### config.mk
export PLATFORM = sky130hd
export DESIGN_NAME = cpu_top
export DESIGN_NICKNAME = d
export VERILOG_FILES = /design/src/source/cpu_pkg.sv /design/src/source/cpu_fetch.sv /design/src/source/cpu_decode.sv /design/src/source/cpu_regfile.sv /design/src/source/cpu_execute.sv /design/src/source/cpu_memory.sv /design/src/source/cpu_top.sv
export VERILOG_INCLUDE_DIRS = /design/src /design/src/source
export SDC_FILE = /design/constraint.sdc
export NUM_CORES = 1
export LEC_CHECK = 0
export BUFFER_PORTS_ARGS = -buffer_cell sky130_fd_sc_hd__buf_2
export CORE_ASPECT_RATIO = 0.8
export CORE_MARGIN = 2
export CORE_UTILIZATION = 25
export CTS_BUF_LIST = sky130_fd_sc_hd__clkbuf_4 sky130_fd_sc_hd__clkbuf_8
export DETAILED_ROUTE_END_ITERATION = 10
export GPL_ROUTABILITY_DRIVEN = 0
export HOLD_SLACK_MARGIN = 0.12
export PLACE_DENSITY = 0.41
export SETUP_SLACK_MARGIN = 0.05
export SYNTH_ARGS = -nofsm -noshare
export SYNTH_HDL_FRONTEND = slang
export SYNTH_SLANG_ARGS = --single-unit
### constraint.sdc
create_clock -name clk -period 13.9 [get_ports clk]
set_input_delay 0.695 -clock clk [delete_from_list [all_inputs] [get_ports clk]]
set_output_delay 0.695 -clock clk [all_outputs]
set_load 0.02 [all_outputs]
### src/source/cpu_params.svh
`ifndef CPU_PARAMS_SVH
`define CPU_PARAMS_SVH

// ========================================
// Datapath sizes
// ========================================
`define CPU_XLEN        16
`define CPU_NUM_REGS    16
`define CPU_REG_IDX_W   4

// Primary opcodes in bits 15..13
`define CPU_OPC_RTYPE0  3'b000
`define CPU_OPC_RTYPE1  3'b001
`define CPU_OPC_LW      3'b010
`define CPU_OPC_SW      3'b011
`define CPU_OPC_BEQ     3'b100
`define CPU_OPC_J       3'b101

// ========================================
// Instruction field positions
// ========================================
`define CPU_OPC_MSB     15
`define CPU_OPC_LSB     13
`define CPU_RS_MSB      12
`define CPU_RS_LSB      9
`define CPU_RT_MSB      8
`define CPU_RT_LSB      5
`define CPU_RD_MSB      4
`define CPU_RD_LSB      1
`define CPU_FUNC_BIT    0
`define CPU_IMM_MSB     4
`define CPU_TGT_MSB     12

// Byte offset of the data space
`define CPU_DATA_OFFSET 16'h1000

`endif

### src/source/cpu_pkg.sv
`include "cpu_params.svh"

package cpu_pkg;

    // ========================================
    // Datapath types
    // ========================================

    // Core registers and memory words are signed
    typedef logic signed [`CPU_XLEN-1:0] cpu_word_t;

    typedef logic [`CPU_REG_IDX_W-1:0] cpu_reg_idx_t;

    // Decoded operation, one code per instruction
    typedef enum logic [2:0] {
        OP_ADD,
        OP_SUB,
        OP_SLT,
        OP_MULT,
        OP_LW,
        OP_SW,
        OP_BEQ,
        OP_J
    } cpu_op_e;

endpackage

### src/source/cpu_fetch.sv
`timescale 1ns/1ps

module cpu_fetch (
    input  logic              clk,
    input  logic              rst_n,
    input  logic              i_retire,
    input  logic              i_next_pc_valid,
    input  cpu_pkg::cpu_word_t i_next_pc,
    output logic              o_imem_req,
    output cpu_pkg::cpu_word_t o_imem_addr,
    input  logic              i_imem_valid,
    input  cpu_pkg::cpu_word_t i_imem_data,
    output logic              o_inst_valid,
    output cpu_pkg::cpu_word_t o_inst
);
    import cpu_pkg::*;

    cpu_word_t pc_q;
    cpu_word_t inst_q;
    logic      first_q;
    logic      pending_q;

    // Program counter, loaded by execute
    always_ff @(posedge clk or negedge rst_n)
    begin
        if (!rst_n)
        begin
            pc_q <= '0;
        end
        else if (i_next_pc_valid)
        begin
            pc_q <= i_next_pc;
        end
    end

    // First fetch after reset, then one per retire
    always_ff @(posedge clk or negedge rst_n)
    begin
        if (!rst_n)
        begin
            first_q      <= 1'b1;
            o_imem_req   <= 1'b0;
            pending_q    <= 1'b0;
            o_inst_valid <= 1'b0;
        end
        else
        begin
            first_q      <= 1'b0;
            o_imem_req   <= first_q || i_retire;
            o_inst_valid <= i_imem_valid;
            if (first_q || i_retire)
                pending_q <= 1'b1;
            else if (i_imem_valid)
                pending_q <= 1'b0;
        end
    end

    // Instruction register
    always_ff @(posedge clk)
    begin
        if (i_imem_valid)
            inst_q <= i_imem_data;
    end

    assign o_imem_addr = pc_q;
    assign o_inst      = inst_q;

    // A response must match an earlier request
    a_no_orphan_resp : assert property (
        @(posedge clk) disable iff (!rst_n)
        i_imem_valid |-> pending_q
    );

endmodule

### src/source/cpu_decode.sv
`timescale 1ns/1ps
`include "cpu_params.svh"

module cpu_decode (
    input  logic                 clk,
    input  logic                 rst_n,
    input  logic                 i_inst_valid,
    input  cpu_pkg::cpu_word_t    i_inst,
    output cpu_pkg::cpu_reg_idx_t o_rs_idx,
    output cpu_pkg::cpu_reg_idx_t o_rt_idx,
    input  cpu_pkg::cpu_word_t    i_rs_data,
    input  cpu_pkg::cpu_word_t    i_rt_data,
    output logic                 o_dec_valid,
    output cpu_pkg::cpu_op_e      o_op,
    output cpu_pkg::cpu_word_t    o_op_a,
    output cpu_pkg::cpu_word_t    o_op_b,
    output cpu_pkg::cpu_word_t    o_imm,
    output cpu_pkg::cpu_word_t    o_target,
    output cpu_pkg::cpu_reg_idx_t o_dst,
    output logic                 o_wb_en
);
    import cpu_pkg::*;

    logic [2:0]   opcode;
    logic         func;
    cpu_reg_idx_t rd_idx;
    cpu_op_e      op_d;

    // Field split
    assign opcode   = i_inst[`CPU_OPC_MSB:`CPU_OPC_LSB];
    assign o_rs_idx = i_inst[`CPU_RS_MSB:`CPU_RS_LSB];
    assign o_rt_idx = i_inst[`CPU_RT_MSB:`CPU_RT_LSB];
    assign rd_idx   = i_inst[`CPU_RD_MSB:`CPU_RD_LSB];
    assign func     = i_inst[`CPU_FUNC_BIT];

    // Unused codes 110 and 111 fall into SLT
    always_comb
    begin
        case (opcode)
            `CPU_OPC_RTYPE0: op_d = func ? OP_SUB : OP_ADD;
            `CPU_OPC_RTYPE1: op_d = func ? OP_MULT : OP_SLT;
            `CPU_OPC_LW:     op_d = OP_LW;
            `CPU_OPC_SW:     op_d = OP_SW;
            `CPU_OPC_BEQ:    op_d = OP_BEQ;
            `CPU_OPC_J:      op_d = OP_J;
            default:         op_d = OP_SLT;
        endcase
    end

    always_ff @(posedge clk or negedge rst_n)
    begin
        if (!rst_n)
        begin
            o_dec_valid <= 1'b0;
            o_wb_en     <= 1'b0;
        end
        else
        begin
            o_dec_valid <= i_inst_valid;
            if (i_inst_valid)
                o_wb_en <= !(op_d inside {OP_SW, OP_BEQ, OP_J});
        end
    end

    // Operand and field latch
    always_ff @(posedge clk)
    begin
        if (i_inst_valid)
        begin
            o_op     <= op_d;
            o_op_a   <= i_rs_data;
            o_op_b   <= i_rt_data;
            o_imm    <= {{(`CPU_XLEN-`CPU_IMM_MSB-1){i_inst[`CPU_IMM_MSB]}},
                         i_inst[`CPU_IMM_MSB:0]};
            o_target <= {{(`CPU_XLEN-`CPU_TGT_MSB-1){1'b0}}, i_inst[`CPU_TGT_MSB:0]};
            // LW writes rt, R-types write rd
            o_dst    <= (op_d inside {OP_ADD, OP_SUB, OP_SLT, OP_MULT}) ? rd_idx : o_rt_idx;
        end
    end

endmodule

### src/source/cpu_regfile.sv
`timescale 1ns/1ps
`include "cpu_params.svh"

module cpu_regfile (
    input  logic                 clk,
    input  logic                 rst_n,
    input  cpu_pkg::cpu_reg_idx_t i_rs_idx,
    input  cpu_pkg::cpu_reg_idx_t i_rt_idx,
    output cpu_pkg::cpu_word_t    o_rs_data,
    output cpu_pkg::cpu_word_t    o_rt_data,
    input  logic                 i_we,
    input  cpu_pkg::cpu_reg_idx_t i_wr_idx,
    input  cpu_pkg::cpu_word_t    i_wr_data
);
    import cpu_pkg::*;

    cpu_word_t core_r [`CPU_NUM_REGS];

    // ========================================
    // Write port
    // ========================================
    always_ff @(posedge clk or negedge rst_n)
    begin
        if (!rst_n)
        begin
            for (int i = 0; i < `CPU_NUM_REGS; i++)
            begin
                core_r[i] <= '0;
            end
        end
        else if (i_we)
        begin
            core_r[i_wr_idx] <= i_wr_data;
        end
    end

    // Read ports, combinational
    assign o_rs_data = core_r[i_rs_idx];
    assign o_rt_data = core_r[i_rt_idx];

endmodule

### src/source/cpu_execute.sv
`timescale 1ns/1ps
`include "cpu_params.svh"

module cpu_execute (
    input  logic                 clk,
    input  logic                 rst_n,
    input  logic                 i_dec_valid,
    input  cpu_pkg::cpu_op_e      i_op,
    input  cpu_pkg::cpu_word_t    i_op_a,
    input  cpu_pkg::cpu_word_t    i_op_b,
    input  cpu_pkg::cpu_word_t    i_imm,
    input  cpu_pkg::cpu_word_t    i_target,
    input  cpu_pkg::cpu_reg_idx_t i_dst,
    input  logic                 i_wb_en,
    output logic                 o_ex_valid,
    output cpu_pkg::cpu_op_e      o_op,
    output cpu_pkg::cpu_word_t    o_result,
    output cpu_pkg::cpu_word_t    o_store_data,
    output cpu_pkg::cpu_reg_idx_t o_dst,
    output logic                 o_wb_en,
    output cpu_pkg::cpu_word_t    o_next_pc
);
    import cpu_pkg::*;

    cpu_word_t pc_q;
    cpu_word_t eff_addr;
    cpu_word_t alu_d;
    cpu_word_t next_pc_d;

    // ========================================
    // ALU
    // ========================================
    assign eff_addr = i_op_a + i_imm;

    always_comb
    begin
        case (i_op)
            OP_ADD:       alu_d = i_op_a + i_op_b;
            OP_SUB:       alu_d = i_op_a - i_op_b;
            OP_SLT:       alu_d = (i_op_a < i_op_b) ? 16'sd1 : 16'sd0;
            OP_MULT:      alu_d = i_op_a * i_op_b;
            // Word index to byte address in data space
            OP_LW, OP_SW: alu_d = (eff_addr <<< 1) + `CPU_DATA_OFFSET;
            default:      alu_d = '0;
        endcase
    end

    // Branch and jump resolution
    always_comb
    begin
        if (i_op == OP_J)
            next_pc_d = i_target;
        else if (i_op == OP_BEQ && i_op_a == i_op_b)
            next_pc_d = pc_q + 16'sd1 + i_imm;
        else
            next_pc_d = pc_q + 16'sd1;
    end

    always_ff @(posedge clk or negedge rst_n)
    begin
        if (!rst_n)
        begin
            o_ex_valid <= 1'b0;
            o_wb_en    <= 1'b0;
            pc_q       <= '0;
        end
        else
        begin
            o_ex_valid <= i_dec_valid;
            if (i_dec_valid)
            begin
                o_wb_en <= i_wb_en;
                pc_q    <= next_pc_d;
            end
        end
    end

    always_ff @(posedge clk)
    begin
        if (i_dec_valid)
        begin
            o_op         <= i_op;
            o_result     <= alu_d;
            o_store_data <= i_op_b;
            o_dst        <= i_dst;
        end
    end

    assign o_next_pc = pc_q;

    // Decode must have produced a known operation
    a_op_known : assert property (
        @(posedge clk) disable iff (!rst_n)
        o_ex_valid |-> !$isunknown(o_op)
    );

endmodule

### src/source/cpu_memory.sv
`timescale 1ns/1ps

module cpu_memory (
    input  logic                 clk,
    input  logic                 rst_n,
    input  logic                 i_ex_valid,
    input  cpu_pkg::cpu_op_e      i_op,
    input  cpu_pkg::cpu_word_t    i_result,
    input  cpu_pkg::cpu_word_t    i_store_data,
    input  cpu_pkg::cpu_reg_idx_t i_dst,
    input  logic                 i_wb_en,
    output logic                 o_dmem_req,
    output logic                 o_dmem_we,
    output cpu_pkg::cpu_word_t    o_dmem_addr,
    output cpu_pkg::cpu_word_t    o_dmem_wdata,
    input  logic                 i_dmem_valid,
    input  cpu_pkg::cpu_word_t    i_dmem_rdata,
    output logic                 o_rf_we,
    output cpu_pkg::cpu_reg_idx_t o_rf_idx,
    output cpu_pkg::cpu_word_t    o_rf_data,
    output logic                 o_retire,
    output logic                 o_io_stall
);
    import cpu_pkg::*;

    typedef enum logic [1:0] {
        ST_IDLE,
        ST_WAIT,
        ST_RETIRE
    } mem_state_e;

    mem_state_e state_q;
    mem_state_e state_d;
    logic       is_mem;
    logic       issue;

    assign is_mem = (i_op == OP_LW) || (i_op == OP_SW);
    assign issue  = (state_q == ST_IDLE) && i_ex_valid && is_mem;

    // ========================================
    // Control FSM
    // ========================================
    always_comb
    begin
        state_d = state_q;
        case (state_q)
            ST_IDLE:
            begin
                if (i_ex_valid)
                    state_d = is_mem ? ST_WAIT : ST_RETIRE;
            end
            ST_WAIT:
            begin
                if (i_dmem_valid)
                    state_d = ST_RETIRE;
            end
            default:
            begin
                state_d = ST_IDLE;
            end
        endcase
    end

    always_ff @(posedge clk or negedge rst_n)
    begin
        if (!rst_n)
        begin
            state_q    <= ST_IDLE;
            o_dmem_req <= 1'b0;
            o_dmem_we  <= 1'b0;
            o_rf_we    <= 1'b0;
            o_io_stall <= 1'b1;
        end
        else
        begin
            state_q    <= state_d;
            o_dmem_req <= issue;
            if (issue)
                o_dmem_we <= (i_op == OP_SW);
            o_rf_we    <= (state_d == ST_RETIRE) && i_wb_en;
            // Low only in the retire cycle
            o_io_stall <= (state_d != ST_RETIRE);
        end
    end

    // Access and writeback payload
    always_ff @(posedge clk)
    begin
        if (issue)
        begin
            o_dmem_addr  <= i_result;
            o_dmem_wdata <= i_store_data;
        end
        if (state_d == ST_RETIRE)
        begin
            o_rf_idx  <= i_dst;
            o_rf_data <= (state_q == ST_WAIT) ? i_dmem_rdata : i_result;
        end
    end

    assign o_retire = (state_q == ST_RETIRE);

    // Data responses only while an access is outstanding
    a_resp_in_wait : assert property (
        @(posedge clk) disable iff (!rst_n)
        i_dmem_valid |-> (state_q == ST_WAIT)
    );

endmodule

### src/source/cpu_top.sv
`timescale 1ns/1ps

module cpu_top (
    input  logic              clk,
    input  logic              rst_n,
    output logic              o_io_stall,
    output logic              o_imem_req,
    output cpu_pkg::cpu_word_t o_imem_addr,
    input  logic              i_imem_valid,
    input  cpu_pkg::cpu_word_t i_imem_data,
    output logic              o_dmem_req,
    output logic              o_dmem_we,
    output cpu_pkg::cpu_word_t o_dmem_addr,
    output cpu_pkg::cpu_word_t o_dmem_wdata,
    input  logic              i_dmem_valid,
    input  cpu_pkg::cpu_word_t i_dmem_rdata
);

    // Fetch to decode
    logic                  inst_valid;
    cpu_pkg::cpu_word_t    inst;

    // Decode and register file
    cpu_pkg::cpu_reg_idx_t rs_idx;
    cpu_pkg::cpu_reg_idx_t rt_idx;
    cpu_pkg::cpu_word_t    rs_data;
    cpu_pkg::cpu_word_t    rt_data;

    // Decode to execute
    logic                  dec_valid;
    cpu_pkg::cpu_op_e      dec_op;
    cpu_pkg::cpu_word_t    op_a;
    cpu_pkg::cpu_word_t    op_b;
    cpu_pkg::cpu_word_t    imm;
    cpu_pkg::cpu_word_t    target;
    cpu_pkg::cpu_reg_idx_t dec_dst;
    logic                  dec_wb_en;

    // Execute to memory and fetch
    logic                  ex_valid;
    cpu_pkg::cpu_op_e      ex_op;
    cpu_pkg::cpu_word_t    ex_result;
    cpu_pkg::cpu_word_t    ex_store_data;
    cpu_pkg::cpu_reg_idx_t ex_dst;
    logic                  ex_wb_en;
    cpu_pkg::cpu_word_t    next_pc;

    // Writeback and retire
    logic                  rf_we;
    cpu_pkg::cpu_reg_idx_t rf_idx;
    cpu_pkg::cpu_word_t    rf_data;
    logic                  retire;

    cpu_fetch u_fetch (
        .clk             (clk),
        .rst_n           (rst_n),
        .i_retire        (retire),
        .i_next_pc_valid (ex_valid),
        .i_next_pc       (next_pc),
        .o_imem_req      (o_imem_req),
        .o_imem_addr     (o_imem_addr),
        .i_imem_valid    (i_imem_valid),
        .i_imem_data     (i_imem_data),
        .o_inst_valid    (inst_valid),
        .o_inst          (inst)
    );

    cpu_decode u_decode (
        .clk          (clk),
        .rst_n        (rst_n),
        .i_inst_valid (inst_valid),
        .i_inst       (inst),
        .o_rs_idx     (rs_idx),
        .o_rt_idx     (rt_idx),
        .i_rs_data    (rs_data),
        .i_rt_data    (rt_data),
        .o_dec_valid  (dec_valid),
        .o_op         (dec_op),
        .o_op_a       (op_a),
        .o_op_b       (op_b),
        .o_imm        (imm),
        .o_target     (target),
        .o_dst        (dec_dst),
        .o_wb_en      (dec_wb_en)
    );

    cpu_regfile u_regfile (
        .clk       (clk),
        .rst_n     (rst_n),
        .i_rs_idx  (rs_idx),
        .i_rt_idx  (rt_idx),
        .o_rs_data (rs_data),
        .o_rt_data (rt_data),
        .i_we      (rf_we),
        .i_wr_idx  (rf_idx),
        .i_wr_data (rf_data)
    );

    cpu_execute u_execute (
        .clk          (clk),
        .rst_n        (rst_n),
        .i_dec_valid  (dec_valid),
        .i_op         (dec_op),
        .i_op_a       (op_a),
        .i_op_b       (op_b),
        .i_imm        (imm),
        .i_target     (target),
        .i_dst        (dec_dst),
        .i_wb_en      (dec_wb_en),
        .o_ex_valid   (ex_valid),
        .o_op         (ex_op),
        .o_result     (ex_result),
        .o_store_data (ex_store_data),
        .o_dst        (ex_dst),
        .o_wb_en      (ex_wb_en),
        .o_next_pc    (next_pc)
    );

    cpu_memory u_memory (
        .clk          (clk),
        .rst_n        (rst_n),
        .i_ex_valid   (ex_valid),
        .i_op         (ex_op),
        .i_result     (ex_result),
        .i_store_data (ex_store_data),
        .i_dst        (ex_dst),
        .i_wb_en      (ex_wb_en),
        .o_dmem_req   (o_dmem_req),
        .o_dmem_we    (o_dmem_we),
        .o_dmem_addr  (o_dmem_addr),
        .o_dmem_wdata (o_dmem_wdata),
        .i_dmem_valid (i_dmem_valid),
        .i_dmem_rdata (i_dmem_rdata),
        .o_rf_we      (rf_we),
        .o_rf_idx     (rf_idx),
        .o_rf_data    (rf_data),
        .o_retire     (retire),
        .o_io_stall   (o_io_stall)
    );

endmodule

==> summary.md <==
| Metric | Value |
|---|---|
| Outcome | finished, final reports clean |
| CTS tree | done |
| Core Area | 109000 um2 |
| Non-filler cells, final | 3668 |
| Post-CTS setup buffers | 0 |
| Total Wirelength | 88700 um |
| Setup tns final | 0 ns |
| Cell taking the most area after synthesis | dfrtp_1 |
| Initial detailed-routing violation count | 1364 |
| Ys Warns | 0 |
| F_max | approximately 0.16 GHz |
| Met1 usage | 0.233 |
| H-tree depth | 3 |
| Row count | 108 |
| Layout cells sized above 1 | 0.333 |
| Worst-margin pin slew | 1.02 ns |
| CTS Buf Count | 80 |
| Unique cell type count in the Yosys netlist | 62 |
| Synthesized Nets | 2324 |
| Clock slew at reported path FFs | 0.07 ns |
| Placed Cells | 3506 |
| Startpoint types | register |
| XOR/XNOR share of the synthesized area | 0.0301 |
| M2 GR Usage | 0.241 |
| Worst Clk Skew | 0.0536 ns |
| Starting Density | 0.253 |
| Sequential cell area | roughly 12000 um2 |
| Port Buf Inserts | between 80 and 90 |
| Syn Area/Cell | around 13 um2 |
| CP required | 14.36 ns |
| Final slew viol count | 0 |
| Top-count cell post-synth | mux2_2 |
| Worst VDD drop | 179 uV |
| Share of the synthesized area in the top cell type | 0.272 |
| CTS sink count | 460 |
| Most area-consuming cells after synthesis | dfrtp_1, edfxtp_1, mux4_2 |
| Area growth syn-to-layout | 14.3% |
| Final #Nets | ~2400 |
| Final ANT Viol Nets | 0 |
| WP data arrival | 6.61 ns |
| # resized after CTS | 0 |
| Post-Route Utilization | 0.289 |
| Met3 GRT Util | 0.0258 |
| Mapped Cells | ~2100 |
| Die Y | 301 um |
| Top_reg_cell synth | dfrtp_1 |
| Die area | 113000 um2 |
| Die Wd | 375 um |
| Initial antenna violation count | 12 |
| 1st-pass router iterations | 5 |
| Multiplexer share of the synthesized area | 0.256 |
| Hold Buf Count CTS | 17 |
| GRT Total Usage | 0.159 |
| Max-cap viol count | 0 |
| Post-DR vias/cell | 4.85 |
| Grt ovf | 0 |
| Top cells by count, synth | mux2_2, dfrtp_1, inv_1, mux4_2, edfxtp_1 |
| Simple-Gate Fraction of Synth Area | 0.0592 |
| Post-route minimum period | 6.15 ns |
| # fillers | 11067 |
| FF+latch count, synth | 460 |
| Longest Clk Path Bufs | 3 |
| Hold Vio Cnt, Final | 0 |
| Post-synthesis adder-cell area fraction | 0.117 |
| Seq/Total Area, Yosys | 0.447 |
| DRC violations left | 0 |
| Crit Path Class | register to register |
| First-pass GRT wire length | 131000 um |
| Vias in the first global route | 18656 |
| Final setup viols | 0 |
| Power consumption | between 7000 and 8000 uW |
| Drt wl/cell | 24.2 um |
| Area of the multi-input gates | 14300 um2 |
| Pwr/cell area | around 240 nW/um2 |
| Mapped cell area | 27500 um2 |
| Pleak | roughly 0.013 uW |
| Synth Area in Compound Gates | 0.0518 |
| Worst-skew pair later-pin latency | 0.74 ns |
| HP Class | input pin to register |
| Critical Path Sink Type | register |
| Max transition margin | 0.316 |
| Largest family of logic cells by synthesized area | multiplexers |
| Via Count | about 18000 |
| Post-synth EDFFs | 159 |
| Clock root buffer | clkbuf_8 |
| CP Max Fanout | 11 |
| I/O pin cnt | 88 |
| Largest net degree at the start of global routing | 113 |
| DPL Wire Length | 59300 um |
| RSZ-0062 raised after global routing | false |
| Crit share post-route | 0.443 |
| Async set-reset flop share out of synthesis | 0.654 |
| Most Crowded Layer GR | met2 |
## cell usage in the layout, fill, tap and decap left out, types with 8 or more instances in the layout
cell and instances:
mux2_2 301, dfrtp_1 297, inv_1 165, mux4_2 160
edfxtp_1 159, nand2_1 135, ha_1 125, buf_2 86
clkbuf_8 84, fa_1 83, xnor2_1 60, a21oi_1 58
nor2_1 54, o21ai_0 45, xor2_1 32, clkbuf_4 32
and2_1 31, buf_4 29, nor3_1 22, nand3_1 20
dlygate4sd3_1 17, a21o_1 15, nand2b_1 12, clkinv_1 11
o21bai_1 10, nor2b_1 10, nor2_4 9, o211ai_1 9
nand4_1 8, o31ai_1 8, a211oi_1 8, o21a_1 8
a31oi_1 8
## cell families (layout without fill, tap and decap cells)
group	after synthesis	after routing
buf+inv	287	443
other cells	1	3
compound gates	220	220
simple gates	345	345
flops	460	460
xor+xnor	93	93
fa+ha+maj	208	208
mux	466	466
## report_power, final
part,switching [uW],internal [uW]
Sequential,427,1840
Combinational,2080,1780
Clock,612,727
Total,3110,4350
## stage by stage
step / hold slack (ns) / instance area, um2 / setup WS, ns
floorplan: 0.399 / 27500 / 8.42
global placement: 0.407 / 29600 / 7.89
finish: 0.199 / 31500 / 7.75
detailed placement: 0.405 / 29600 / 7.74
global route: 0.150 / 31500 / 7.43
CTS: 0.126 / 31500 / 7.74
## layer usage
| metal | wire length (um) | up-vias |
|---|---|---|
| li1 | - | 7773 |
| met1 | 43600 | 9443 |
| met2 | 39100 | 459 |
| met3 | 3950 | 130 |
| met4 | 2160 | 0 |
| met5 | 0 | - |
## worst max-delay path: stages (launching register included)
cell and delay (ns):
edfxtp_1 0.85, ha_1 0.29, inv_1 0.08, fa_1 0.47
fa_1 0.53, inv_1 0.06, fa_1 0.50, fa_1 0.50
inv_1 0.05, fa_1 0.47, fa_1 0.40, xnor2_1 0.15
xnor2_1 0.14, xnor2_1 0.15, xnor2_1 0.25, xnor2_1 0.13
xnor2_1 0.29, xnor2_1 0.19, o22ai_1 0.12, a211o_1 0.28
## path summary, 6_finish.rpt
path                                            start                         to  slack, ns  depth (start not counted)
min                                      i_dmem_valid        u_memory.state_q[0]       0.20                          2
max                                u_decode.o_op_a[7]     u_execute.o_result[15]       7.75                         19
min in group asynchronous                       rst_n       u_regfile.core_r[40]       0.66                          2
min reg2reg                u_execute.o_store_data[10]  u_memory.o_dmem_wdata[10]       0.42                          0
max in group asynchronous                       rst_n      u_regfile.core_r[189]      11.69                          3
max reg2reg                        u_decode.o_op_a[7]     u_execute.o_result[15]       7.75                         19
## area by class of cell
cell class / instances / share of cell area
antenna: 2 / 0.000159
clock buffer: 116 / 0.0443
clock inverter: 27 / 0.00862
inverter: 167 / 0.0199
multi-input combinational: 1333 / 0.453
sequential: 460 / 0.391
tap: 1430 / 0.0568
timing repair buffer: 133 / 0.0265
## sequential cells by signal, summed over array words and instances, names as in the netlist, 9 cells and up
| signal | flops |
|---|---|
| u_decode.o_op_a | 16 |
| u_decode.o_op_b | 16 |
| u_decode.o_target | 9 |
| u_execute.o_next_pc | 16 |
| u_execute.o_result | 16 |
| u_execute.o_store_data | 16 |
| u_fetch.o_imem_addr | 16 |
| u_fetch.o_inst | 16 |
| u_memory.o_dmem_addr | 16 |
| u_memory.o_dmem_wdata | 16 |
| u_memory.o_rf_data | 16 |
| u_regfile.core_r | 256 |
Power figures use the tool's default switching activity.
